File: config.mk
export PLATFORM = sky130hd
export DESIGN_NAME = daq_ctrl_top
export DESIGN_NICKNAME = d
export VERILOG_FILES = /design/src/rtl/daq_ctrl_pkg.sv /design/src/rtl/cmd_decoder.sv /design/src/rtl/ctrl_reg_bank.sv /design/src/rtl/reg_readback.sv /design/src/rtl/reset_sequencer.sv /design/src/rtl/daq_ctrl_top.sv
export SDC_FILE = /design/constraint.sdc
export NUM_CORES = 1
export LEC_CHECK = 0
export BUFFER_PORTS_ARGS = -buffer_cell sky130_fd_sc_hd__buf_2
export CAP_MARGIN = 20
export CORE_ASPECT_RATIO = 0.6
export CORE_UTILIZATION = 55
export DETAILED_ROUTE_END_ITERATION = 10
export GPL_ROUTABILITY_DRIVEN = 0
export PLACE_DENSITY_LB_ADDON = 0.2
export RECOVER_POWER = 100
export SYNTH_ARGS = -nofsm -noshare
export SYNTH_HDL_FRONTEND = slang
export SYNTH_SLANG_ARGS = --single-unit
File: constraint.sdc
create_clock -name tx_clk -period 26.4 [get_ports tx_clk]
set_input_delay 1.32 -clock tx_clk [delete_from_list [all_inputs] [get_ports tx_clk]]
set_output_delay 1.32 -clock tx_clk [all_outputs]
set_load 0.02 [all_outputs]
File: src/rtl/daq_ctrl_pkg.sv
package daq_ctrl_pkg;

	// register and address widths of both control banks
	localparam int REG_W  = 7;
	localparam int ADDR_W = 5;

	typedef logic [REG_W-1:0]  reg_word_t;
	typedef logic [ADDR_W-1:0] reg_addr_t;

	// readback word, marker bit flags data to the host
	typedef struct packed {
		logic      marker;
		reg_word_t data;
	} tx_word_t;

	// one write into a bank
	typedef struct packed {
		logic      strobe;
		reg_addr_t addr;
		reg_word_t data;
	} bank_write_t;

	// reserved commands, bits 6 and 5 clear
	typedef enum logic [4:0] {
		OP_FULL_RESET  = 5'd0,
		OP_P1_DELAY    = 5'd1,
		OP_P2_DELAY    = 5'd2,
		OP_P3_DELAY    = 5'd3,
		OP_IDELAY_RST  = 5'd4,
		OP_IDELAY_TRIG = 5'd5,
		OP_TRIM_DAC    = 5'd6
	} trig_op_t;

	// single cycle trigger outputs
	typedef struct packed {
		logic       full_reset;
		// one bit per pickup
		logic [2:0] delay_trig;
		logic       idelay_rst;
		logic       idelay_trig;
		logic       trim_dac_trig;
	} trig_pulses_t;

	// where data bytes go
	typedef enum logic [1:0] {
		ST_BANK_FAST,
		ST_BANK_SLOW,
		ST_RAM
	} dec_state_t;

	// readback link to the uart transmitter
	typedef struct packed {
		logic     word_ready;
		tx_word_t word;
		logic     complete;
	} rb_link_t;

	// fast bank fields after unpacking
	typedef struct packed {
		reg_word_t        trig_delay;
		reg_word_t        trig_out_delay;
		logic             trig_out_en;
		// p1 b1..b3, p2 b1..b3, p3 b1..b3
		logic [8:0][7:0]  bunch_pos;
		// k1/k2 fb, k1/k2 delay loop, k1/k2 const dac enable
		logic [5:0]       fb_flags;
		logic [1:0][12:0] const_dac;
		logic             edge_sel;
		reg_word_t        sample_hold_off;
		logic [11:0]      big_trig_delay;
		reg_word_t        trig_out_delay2;
	} timing_ctrl_t;

	// fast bank map covers registers 0 to 30
	function automatic timing_ctrl_t unpack_timing(input reg_word_t [30:0] regs);
		timing_ctrl_t t;
		t.trig_delay     = regs[0];
		t.trig_out_delay = regs[1];
		t.trig_out_en    = |regs[2];
		// bunch position msb lives in bit 0 of the even register above
		for (int k = 0; k < 9; k++) begin
			t.bunch_pos[k] = {regs[4 + 2 * k][0], regs[3 + 2 * k]};
		end
		t.fb_flags = regs[21][5:0];
		// 13 bit dac words split 6 over 7
		for (int k = 0; k < 2; k++) begin
			t.const_dac[k] = {regs[23 + 2 * k][5:0], regs[22 + 2 * k]};
		end
		t.edge_sel        = |regs[26];
		t.sample_hold_off = regs[27];
		t.big_trig_delay  = {regs[29][4:0], regs[28]};
		t.trig_out_delay2 = regs[30];
		return t;
	endfunction

endpackage

File: src/rtl/cmd_decoder.sv
module cmd_decoder (
	input  logic                       tx_clk,
	input  logic                       rst,
	input  logic [7:0]                 byte_in,
	input  logic                       byte_ready,
	output logic                       byte_unload,
	output daq_ctrl_pkg::bank_write_t  wr_fast,
	output daq_ctrl_pkg::bank_write_t  wr_slow,
	output daq_ctrl_pkg::trig_pulses_t pulses
);
	import daq_ctrl_pkg::*;

	// current data target
	dec_state_t state;

	// current address of each bank
	reg_addr_t addr_fast;
	reg_addr_t addr_slow;

	// reserved command code
	trig_op_t op;

	// host has dropped ready after we raised unload
	logic decode;

	assign decode = !byte_ready && byte_unload;
	assign op     = trig_op_t'(byte_in[4:0]);

	always_ff @(posedge tx_clk or posedge rst) begin
		if (rst) begin
			state       <= ST_BANK_FAST;
			addr_fast   <= '0;
			addr_slow   <= '0;
			byte_unload <= 1'b0;
			wr_fast     <= '0;
			wr_slow     <= '0;
			pulses      <= '0;
		end else begin
			// strobes and triggers last one cycle
			wr_fast.strobe <= 1'b0;
			wr_slow.strobe <= 1'b0;
			pulses         <= '0;

			if (byte_ready && !byte_unload) begin
				// byte waiting, take it
				byte_unload <= 1'b1;
			end else if (decode) begin
				byte_unload <= 1'b0;
				if (byte_in[7]) begin
					// data byte, route by target
					case (state)
						ST_BANK_FAST: begin
							wr_fast <= '{strobe: 1'b1, addr: addr_fast, data: byte_in[6:0]};
						end
						ST_BANK_SLOW: begin
							wr_slow <= '{strobe: 1'b1, addr: addr_slow, data: byte_in[6:0]};
						end
						default: begin
							// ram fill not present
						end
					endcase
				end else if (byte_in[6]) begin
					// register address command
					if (byte_in[5]) begin
						state     <= ST_BANK_SLOW;
						addr_slow <= byte_in[4:0];
					end else begin
						state     <= ST_BANK_FAST;
						addr_fast <= byte_in[4:0];
					end
				end else if (byte_in[5]) begin
					// ram select, data dropped until next address
					state <= ST_RAM;
				end else begin
					// reserved commands
					case (op)
						OP_FULL_RESET: begin
							pulses.full_reset <= 1'b1;
						end
						OP_P1_DELAY: begin
							pulses.delay_trig[0] <= 1'b1;
						end
						OP_P2_DELAY: begin
							pulses.delay_trig[1] <= 1'b1;
						end
						OP_P3_DELAY: begin
							pulses.delay_trig[2] <= 1'b1;
						end
						OP_IDELAY_RST: begin
							pulses.idelay_rst <= 1'b1;
						end
						OP_IDELAY_TRIG: begin
							pulses.idelay_trig <= 1'b1;
						end
						OP_TRIM_DAC: begin
							pulses.trim_dac_trig <= 1'b1;
						end
						default: begin
							// framing codes and xon/xoff, nothing to do
						end
					endcase
				end
			end
		end
	end

	// one trigger per decoded byte
	a_single_pulse: assert property (
		@(posedge tx_clk) disable iff (rst)
		$onehot0(pulses)
	);

	// a write needs a full byte handshake, so never back to back
	a_strobe_gap: assert property (
		@(posedge tx_clk) disable iff (rst)
		(wr_fast.strobe || wr_slow.strobe) |=> !(wr_fast.strobe || wr_slow.strobe)
	);

endmodule

File: src/rtl/ctrl_reg_bank.sv
module ctrl_reg_bank #(
	parameter int N_REGS = 31
) (
	input  logic                                   tx_clk,
	input  logic                                   rst,
	input  daq_ctrl_pkg::bank_write_t              wr,
	input  daq_ctrl_pkg::reg_addr_t                rd_addr,
	output daq_ctrl_pkg::reg_word_t                rd_data,
	output daq_ctrl_pkg::reg_word_t [N_REGS-1:0]   regs
);

	// address is inside this bank
	logic wr_in_range;
	logic rd_in_range;

	assign wr_in_range = wr.addr < N_REGS;
	assign rd_in_range = rd_addr < N_REGS;

	// register storage
	// cleared so every control field starts at zero
	always_ff @(posedge tx_clk or posedge rst) begin
		if (rst) begin
			regs <= '0;
		end else if (wr.strobe && wr_in_range) begin
			regs[wr.addr] <= wr.data;
		end
	end

	// readback port
	// readback counter runs one past the last register
	always_comb begin
		if (rd_in_range) begin
			rd_data = regs[rd_addr];
		end else begin
			rd_data = '0;
		end
	end

	// host should only address existing registers
	a_wr_addr: assert property (
		@(posedge tx_clk) disable iff (rst)
		wr.strobe |-> wr_in_range
	);

endmodule

File: src/rtl/reg_readback.sv
module reg_readback #(
	parameter int N_REGS = 31
) (
	input  logic                    tx_clk,
	input  logic                    rst,
	input  logic                    tx_en,
	input  logic                    word_loaded,
	input  daq_ctrl_pkg::reg_word_t rd_data,
	output daq_ctrl_pkg::reg_addr_t rd_addr,
	output daq_ctrl_pkg::rb_link_t  link
);
	import daq_ctrl_pkg::*;

	// word count, one extra bit to reach N_REGS
	logic [ADDR_W:0] cnt;

	// loaded flag comes from the baud domain
	logic loaded_meta;
	logic loaded_sync;

	logic     word_ready;
	logic     complete;
	tx_word_t word;

	assign rd_addr = cnt[ADDR_W-1:0];
	assign link    = '{word_ready: word_ready, word: word, complete: complete};

	always_ff @(posedge tx_clk or posedge rst) begin
		if (rst) begin
			cnt         <= '0;
			loaded_meta <= 1'b0;
			loaded_sync <= 1'b0;
			word_ready  <= 1'b0;
			complete    <= 1'b0;
		end else begin
			loaded_meta <= word_loaded;
			loaded_sync <= loaded_meta;
			if (!complete) begin
				if (tx_en) begin
					if (!word_ready && !loaded_sync) begin
						// uart idle
						if (cnt == N_REGS) begin
							// last register already sent
							complete <= 1'b1;
						end else begin
							word_ready <= 1'b1;
						end
					end else if (word_ready && loaded_sync) begin
						// uart has taken the word
						word_ready <= 1'b0;
						cnt        <= cnt + 1'b1;
					end
				end
			end else if (!tx_en) begin
				// host done, rearm for next readback
				cnt         <= '0;
				loaded_meta <= 1'b0;
				loaded_sync <= 1'b0;
				word_ready  <= 1'b0;
				complete    <= 1'b0;
			end
		end
	end

	// leading 1 marks a data word
	always_ff @(posedge tx_clk) begin
		word <= '{marker: 1'b1, data: rd_data};
	end

	// count stops at the bank size
	a_cnt_range: assert property (
		@(posedge tx_clk) disable iff (rst)
		cnt <= N_REGS
	);

endmodule

File: src/rtl/reset_sequencer.sv
module reset_sequencer #(
	parameter int DCM_HOLD_CYCLES = 8500000,
	parameter int IDELAY_GAP      = 10,
	parameter int IDELAY_PULSE    = 10
) (
	input  logic                       tx_clk,
	input  logic                       rst,
	input  daq_ctrl_pkg::trig_pulses_t pulses,
	output logic                       dcm_rst,
	output logic                       idelay_rst_out
);

	// counter sized for the longest phase
	localparam int MAX_A     = (DCM_HOLD_CYCLES > IDELAY_GAP) ? DCM_HOLD_CYCLES : IDELAY_GAP;
	localparam int MAX_PHASE = (MAX_A > IDELAY_PULSE) ? MAX_A : IDELAY_PULSE;
	localparam int CNT_W     = $clog2(MAX_PHASE + 1);

	typedef enum logic [1:0] {
		SEQ_IDLE,
		SEQ_DCM,
		SEQ_GAP,
		SEQ_IDELAY
	} seq_state_t;

	seq_state_t       state;
	logic [CNT_W-1:0] cnt;

	always_ff @(posedge tx_clk or posedge rst) begin
		if (rst) begin
			state          <= SEQ_IDLE;
			cnt            <= '0;
			dcm_rst        <= 1'b0;
			idelay_rst_out <= 1'b0;
		end else begin
			cnt <= cnt + 1'b1;
			case (state)
				SEQ_IDLE: begin
					cnt <= '0;
					// partial reset skips the dcm
					if (pulses.idelay_rst) begin
						state <= SEQ_GAP;
					end else if (pulses.full_reset) begin
						state   <= SEQ_DCM;
						dcm_rst <= 1'b1;
					end
				end
				SEQ_DCM: begin
					// hold while the dcm locks and settles
					if (cnt == CNT_W'(DCM_HOLD_CYCLES - 1)) begin
						state   <= SEQ_GAP;
						dcm_rst <= 1'b0;
						cnt     <= '0;
					end
				end
				SEQ_GAP: begin
					if (cnt == CNT_W'(IDELAY_GAP - 1)) begin
						state          <= SEQ_IDELAY;
						idelay_rst_out <= 1'b1;
						cnt            <= '0;
					end
				end
				default: begin
					// idelayctrl reset pulse
					if (cnt == CNT_W'(IDELAY_PULSE - 1)) begin
						state          <= SEQ_IDLE;
						idelay_rst_out <= 1'b0;
						cnt            <= '0;
					end
				end
			endcase
		end
	end

	// idelayctrl reset only after the dcm is released
	a_no_overlap: assert property (
		@(posedge tx_clk) disable iff (rst)
		!(dcm_rst && idelay_rst_out)
	);

endmodule

File: src/rtl/daq_ctrl_top.sv
module daq_ctrl_top #(
	parameter int FAST_REGS       = 31,
	parameter int SLOW_REGS       = 23,
	parameter int DCM_HOLD_CYCLES = 8500000,
	parameter int IDELAY_GAP      = 10,
	parameter int IDELAY_PULSE    = 10
) (
	input  logic                       tx_clk,
	input  logic                       rst,
	input  logic [7:0]                 byte_in,
	input  logic                       byte_ready,
	input  logic                       tx_en_fast,
	input  logic                       tx_en_slow,
	input  logic                       word_loaded_fast,
	input  logic                       word_loaded_slow,
	output logic                       byte_unload,
	output daq_ctrl_pkg::timing_ctrl_t timing,
	output daq_ctrl_pkg::trig_pulses_t pulses,
	output daq_ctrl_pkg::rb_link_t     rb_fast,
	output daq_ctrl_pkg::rb_link_t     rb_slow,
	output logic                       dcm_rst,
	output logic                       idelay_rst_out
);
	import daq_ctrl_pkg::*;

	bank_write_t wr_fast;
	bank_write_t wr_slow;

	// fast bank array feeds the field outputs
	reg_word_t [FAST_REGS-1:0] fast_regs;

	// readback ports
	reg_addr_t fast_rd_addr;
	reg_word_t fast_rd_data;
	reg_addr_t slow_rd_addr;
	reg_word_t slow_rd_data;

	cmd_decoder u_dec (
		.tx_clk      (tx_clk),
		.rst         (rst),
		.byte_in     (byte_in),
		.byte_ready  (byte_ready),
		.byte_unload (byte_unload),
		.wr_fast     (wr_fast),
		.wr_slow     (wr_slow),
		.pulses      (pulses)
	);

	// fast timing bank
	ctrl_reg_bank #(.N_REGS(FAST_REGS)) u_fast_bank (
		.tx_clk  (tx_clk),
		.rst     (rst),
		.wr      (wr_fast),
		.rd_addr (fast_rd_addr),
		.rd_data (fast_rd_data),
		.regs    (fast_regs)
	);

	// slow bank, seen only through readback
	ctrl_reg_bank #(.N_REGS(SLOW_REGS)) u_slow_bank (
		.tx_clk  (tx_clk),
		.rst     (rst),
		.wr      (wr_slow),
		.rd_addr (slow_rd_addr),
		.rd_data (slow_rd_data),
		.regs    ()
	);

	reg_readback #(.N_REGS(FAST_REGS)) u_fast_rb (
		.tx_clk      (tx_clk),
		.rst         (rst),
		.tx_en       (tx_en_fast),
		.word_loaded (word_loaded_fast),
		.rd_data     (fast_rd_data),
		.rd_addr     (fast_rd_addr),
		.link        (rb_fast)
	);

	reg_readback #(.N_REGS(SLOW_REGS)) u_slow_rb (
		.tx_clk      (tx_clk),
		.rst         (rst),
		.tx_en       (tx_en_slow),
		.word_loaded (word_loaded_slow),
		.rd_data     (slow_rd_data),
		.rd_addr     (slow_rd_addr),
		.link        (rb_slow)
	);

	// dcm then idelayctrl reset
	reset_sequencer #(
		.DCM_HOLD_CYCLES (DCM_HOLD_CYCLES),
		.IDELAY_GAP      (IDELAY_GAP),
		.IDELAY_PULSE    (IDELAY_PULSE)
	) u_rst_seq (
		.tx_clk         (tx_clk),
		.rst            (rst),
		.pulses         (pulses),
		.dcm_rst        (dcm_rst),
		.idelay_rst_out (idelay_rst_out)
	);

	// named timing fields straight from the bank
	assign timing = unpack_timing(fast_regs);

endmodule

==> impl_metrics.csv <==
group,metric,value,unit
status,run_status,"finished with violations",
status,violations,"max-capacitance violations, max-slew violations",
power,vdd.ir_drop.worst,50.6,µV
finish,layout-drive-gt1-share,31.5,%
power,static-leakage-power,0.0117,µW
clock_tree,clk_pin_slew_worst_paths,0.06,ns
timing,setup_repair_after_global_routing_missed_its_margin,"false",
finish,finalNonFillerCells,2383,
die,core_area,0.0419,mm²
timing,timing.clock.skew,0.0217,ns
timing,final_cycle_utilization_of_the_critical_path,36.7,%
die,num_io_pins,191,
grt,grt_first_pass_wirelength,88700,µm
clock_tree,post-cts-setup-buffers,0,
grt,number_of_antenna_violations_at_the_first_check_in_global_routing,2,
timing,fin_hold_ws,0.451,ns
die,die_area,0.0433,mm²
logic_synthesis,dominantRegCellSynth,"dfrtp_1",
logic_synthesis,synth_async_sr_flop_share,97.1,%
placement,post-dp-hpwl,40300,µm
timing,max_freq,0.103,GHz
finish,finish.net_count,1807,
power,power.share.switching,33.4,%
setup_path,crit_fanout,106,
setup_path,cp-start-kind,"input port",
setup_path,critical_path.top_delay_family,"buffers and inverters",
setup_path,cpPeakStageDelay,2.90,ns
drt,routed_wl,58800,µm
clock_tree,cts.root.buffer_cell,"clkbuf_16",
timing,hold_viol,0,
worst_hold_path,timing.hold.worst.class,"flop to flop",
logic_synthesis,postSynthRegisterBits,486,
timing,max_slew.worst_pin.slew,4.62,ns
timing,period_minus_slack,9.69,ns
drt,vias,14200,
power,p_switching,699,µW
clock_tree,clock_path_buffers,3,
timing,final.setup.tns,0,ns
logic_synthesis,post_synth.cell_area_avg,13.2,µm²
clock_tree,cts-buffers-inserted,45,
drt,vias_per_cell,5.97,
finish,fillerInstances,3373,
grt,track_usage,27.4,%
setup_path,worst-endpoint-required,26.14,ns
clock_tree,tritoncts_num_sinks,486,
logic_synthesis,synth-seq-area-share,51.8,%
clock_tree,tritoncts,"done",
grt,first_global_vias,14000,
logic_synthesis,synth_cells,1765,
placement,io_buffers,188,
finish,layout_commonest_cell,"dfrtp_1",
drt,drc_errors,0,
die,std_cell_rows,58,
logic_synthesis,synth.lib_cells_used.distinct,63,
drt,dr.pass1.iters,5,
placement,placed_cells,2295,
setup_path,critical_path.most_common_cell,"clkbuf_1",
finish,multiInputGateArea,0.00944,mm²
drt,routed_antenna_nets,0,
clock_tree,cts_htree_levels,2,
die,dieWidth,268,µm
timing,relSlewSlack,-210,%
die,die_y,162,µm
grt,globalRoute.totalOverflow,0,
timing,finalMaxSlewViolations,601,
power,power.internal,1390,µW
logic_synthesis,synth.cell_area,0.0233,mm²
drt,drt_iter0_drc,1256,
drt,wl_per_cell,24.7,µm
die,start_util,55.7,%
setup_path,crit_slowest_cell,"clkbuf_1",
logic_synthesis,number_of_flops_mapped_to_enable_cells_by_yosys,0,
grt,pin_count_of_the_biggest_net_entering_global_routing,107,
finish,synthToLayoutAreaGrowth,6.28,%
power,power.sequential.fraction,43.7,%
setup_path,cp.arrival,9.43,ns
setup_path,worst_setup_path_end_kind,"async pin",
clock_tree,cts.repair.resized,0,
timing,setup_viol,0,
power,power.share.combinational,23.6,%
run,cap_violations,10,
setup_path,crit_buf_inv,4,
clock_tree,holdBufCountCts,0,
finish,layout.cells.most_common_list,"471 x dfrtp_1, 402 x mux2_2, 200 x clkbuf_1",
power,p_per_area,84.4,mW/mm²
logic_synthesis,synth_warnings,0,
clock_tree,worstSkewPairLatency,0.57,ns
power,p_clk_share,32.7,%
finish,layout.area.seq,0.0121,mm²
setup_path,crit_path_cell_trace,"buf_2 -> clkinvlp_2 -> clkbuf_1 -> clkbuf_1",
setup_path,criticalPathCategory,"input port to async pin",
[power groups by stage]
stage | logic (µW) | clock network [µW] | registers [µW]
floorplan | 401 | 0 | 850
global placement | 461 | 0 | 930
detailed placement | 472 | 0 | 934
CTS | 473 | 698 | 920
global route | 528 | 728 | 924
finish | 495 | 684 | 914
[final timing paths]
path	start	slack [ns]	cells past startpoint	end
setup reg to reg	u_fast_rb.cnt[0]$_DFFE_PP0P_	20.40	6	u_fast_rb.link[2]$_SDFF_PP0_
setup / recovery	rst	16.71	4	u_slow_bank.regs[47]$_DFFE_PP0P_
max in group tx_clk	u_fast_rb.cnt[0]$_DFFE_PP0P_	20.40	6	u_fast_rb.link[2]$_SDFF_PP0_
min in group asynchronous	rst	2.14	2	u_rst_seq.cnt[12]$_DFF_PP0_
hold reg to reg	u_fast_rb.loaded_meta$_DFF_PP0_	0.45	1	u_fast_rb.loaded_sync$_DFF_PP0_
hold / removal	u_fast_rb.loaded_meta$_DFF_PP0_	0.45	1	u_fast_rb.loaded_sync$_DFF_PP0_
[state kept, by name, indices dropped and copies added, names as in the netlist, 2 cells and up]
| signal | flops |
|---|---|
| u_slow_rb.cnt | 6 |
| u_slow_bank.regs | 161 |
| u_dec.addr_slow | 5 |
| u_fast_rb.link | 7 |
| u_fast_bank.regs | 217 |
| u_dec.addr_fast | 5 |
| u_rst_seq.cnt | 24 |
| u_slow_rb.link | 7 |
| u_dec.wr_slow | 13 |
| u_dec.pulses | 7 |
| u_dec.state | 2 |
| u_rst_seq.state | 2 |
| u_dec.wr_fast | 13 |
| u_fast_rb.cnt | 6 |
[layer usage]
metal / up-vias / routed length (µm) / GRT usage [%]
li1: 6204 / - / -
met5: - / 0 / 0
met2: 470 / 24400 / 36.7
met3: 73 / 5460 / 8.86
met4: 0 / 913 / 5.25
met1: 7480 / 28000 / 43.0
[cell type report]
class | count | share of cell area (%)
Sequential cell | 486 | 48.8
Multi-Input combinational cell | 1006 | 38.1
Clock buffer | 72 | 5.65
Timing Repair Buffer | 212 | 3.57
Tap cell | 570 | 2.88
Clock inverter | 9 | 0.601
Inverter | 27 | 0.414
Antenna cell | 1 | 0.0101
[stage by stage]
stage | instance area, µm² | utilization, % | setup WS [ns] | total power [µW]
finish | 24800 | 59.2 | 16.71 | 2090
global route | 24800 | 59.2 | 14.84 | 2180
CTS | 25100 | 59.9 | 23.18 | 2090
detailed placement | 23500 | 56.2 | 22.58 | 1410
global placement | 23500 | 56.2 | 22.64 | 1390
floorplan | 23300 | - | 11.91 | 1250
[cell usage after synthesis, types with 12 or more instances]
master	count	share of area [%]
buf_2	12	0.26
o21ai_0	19	0.41
ha_1	14	0.75
a22oi_1	12	0.39
dfxtp_1	14	1.2
buf_4	162	5.2
mux4_2	68	6.6
mux2i_1	71	3.0
nor2_1	64	1.0
dfrtp_1	472	51
xor2_1	19	0.71
nand3_1	32	0.69
a21oi_1	14	0.30
inv_1	26	0.42
clkbuf_1	65	1.0
mux2_2	405	20
nor2b_1	14	0.38
nand2_1	108	1.7
[cells by family after synthesis]
family          count (synthesis)  share of synthesized area [%]
compound gates                101                           3.04
xor+xnor                       28                           1.05
fa+ha+maj                      14                          0.751
buf+inv                       274                           7.25
flops                         486                           51.8
mux                           544                           29.2
other cells                     1                         0.0161
simple gates                  317                           6.90
Power figures use the tool's default switching activity.
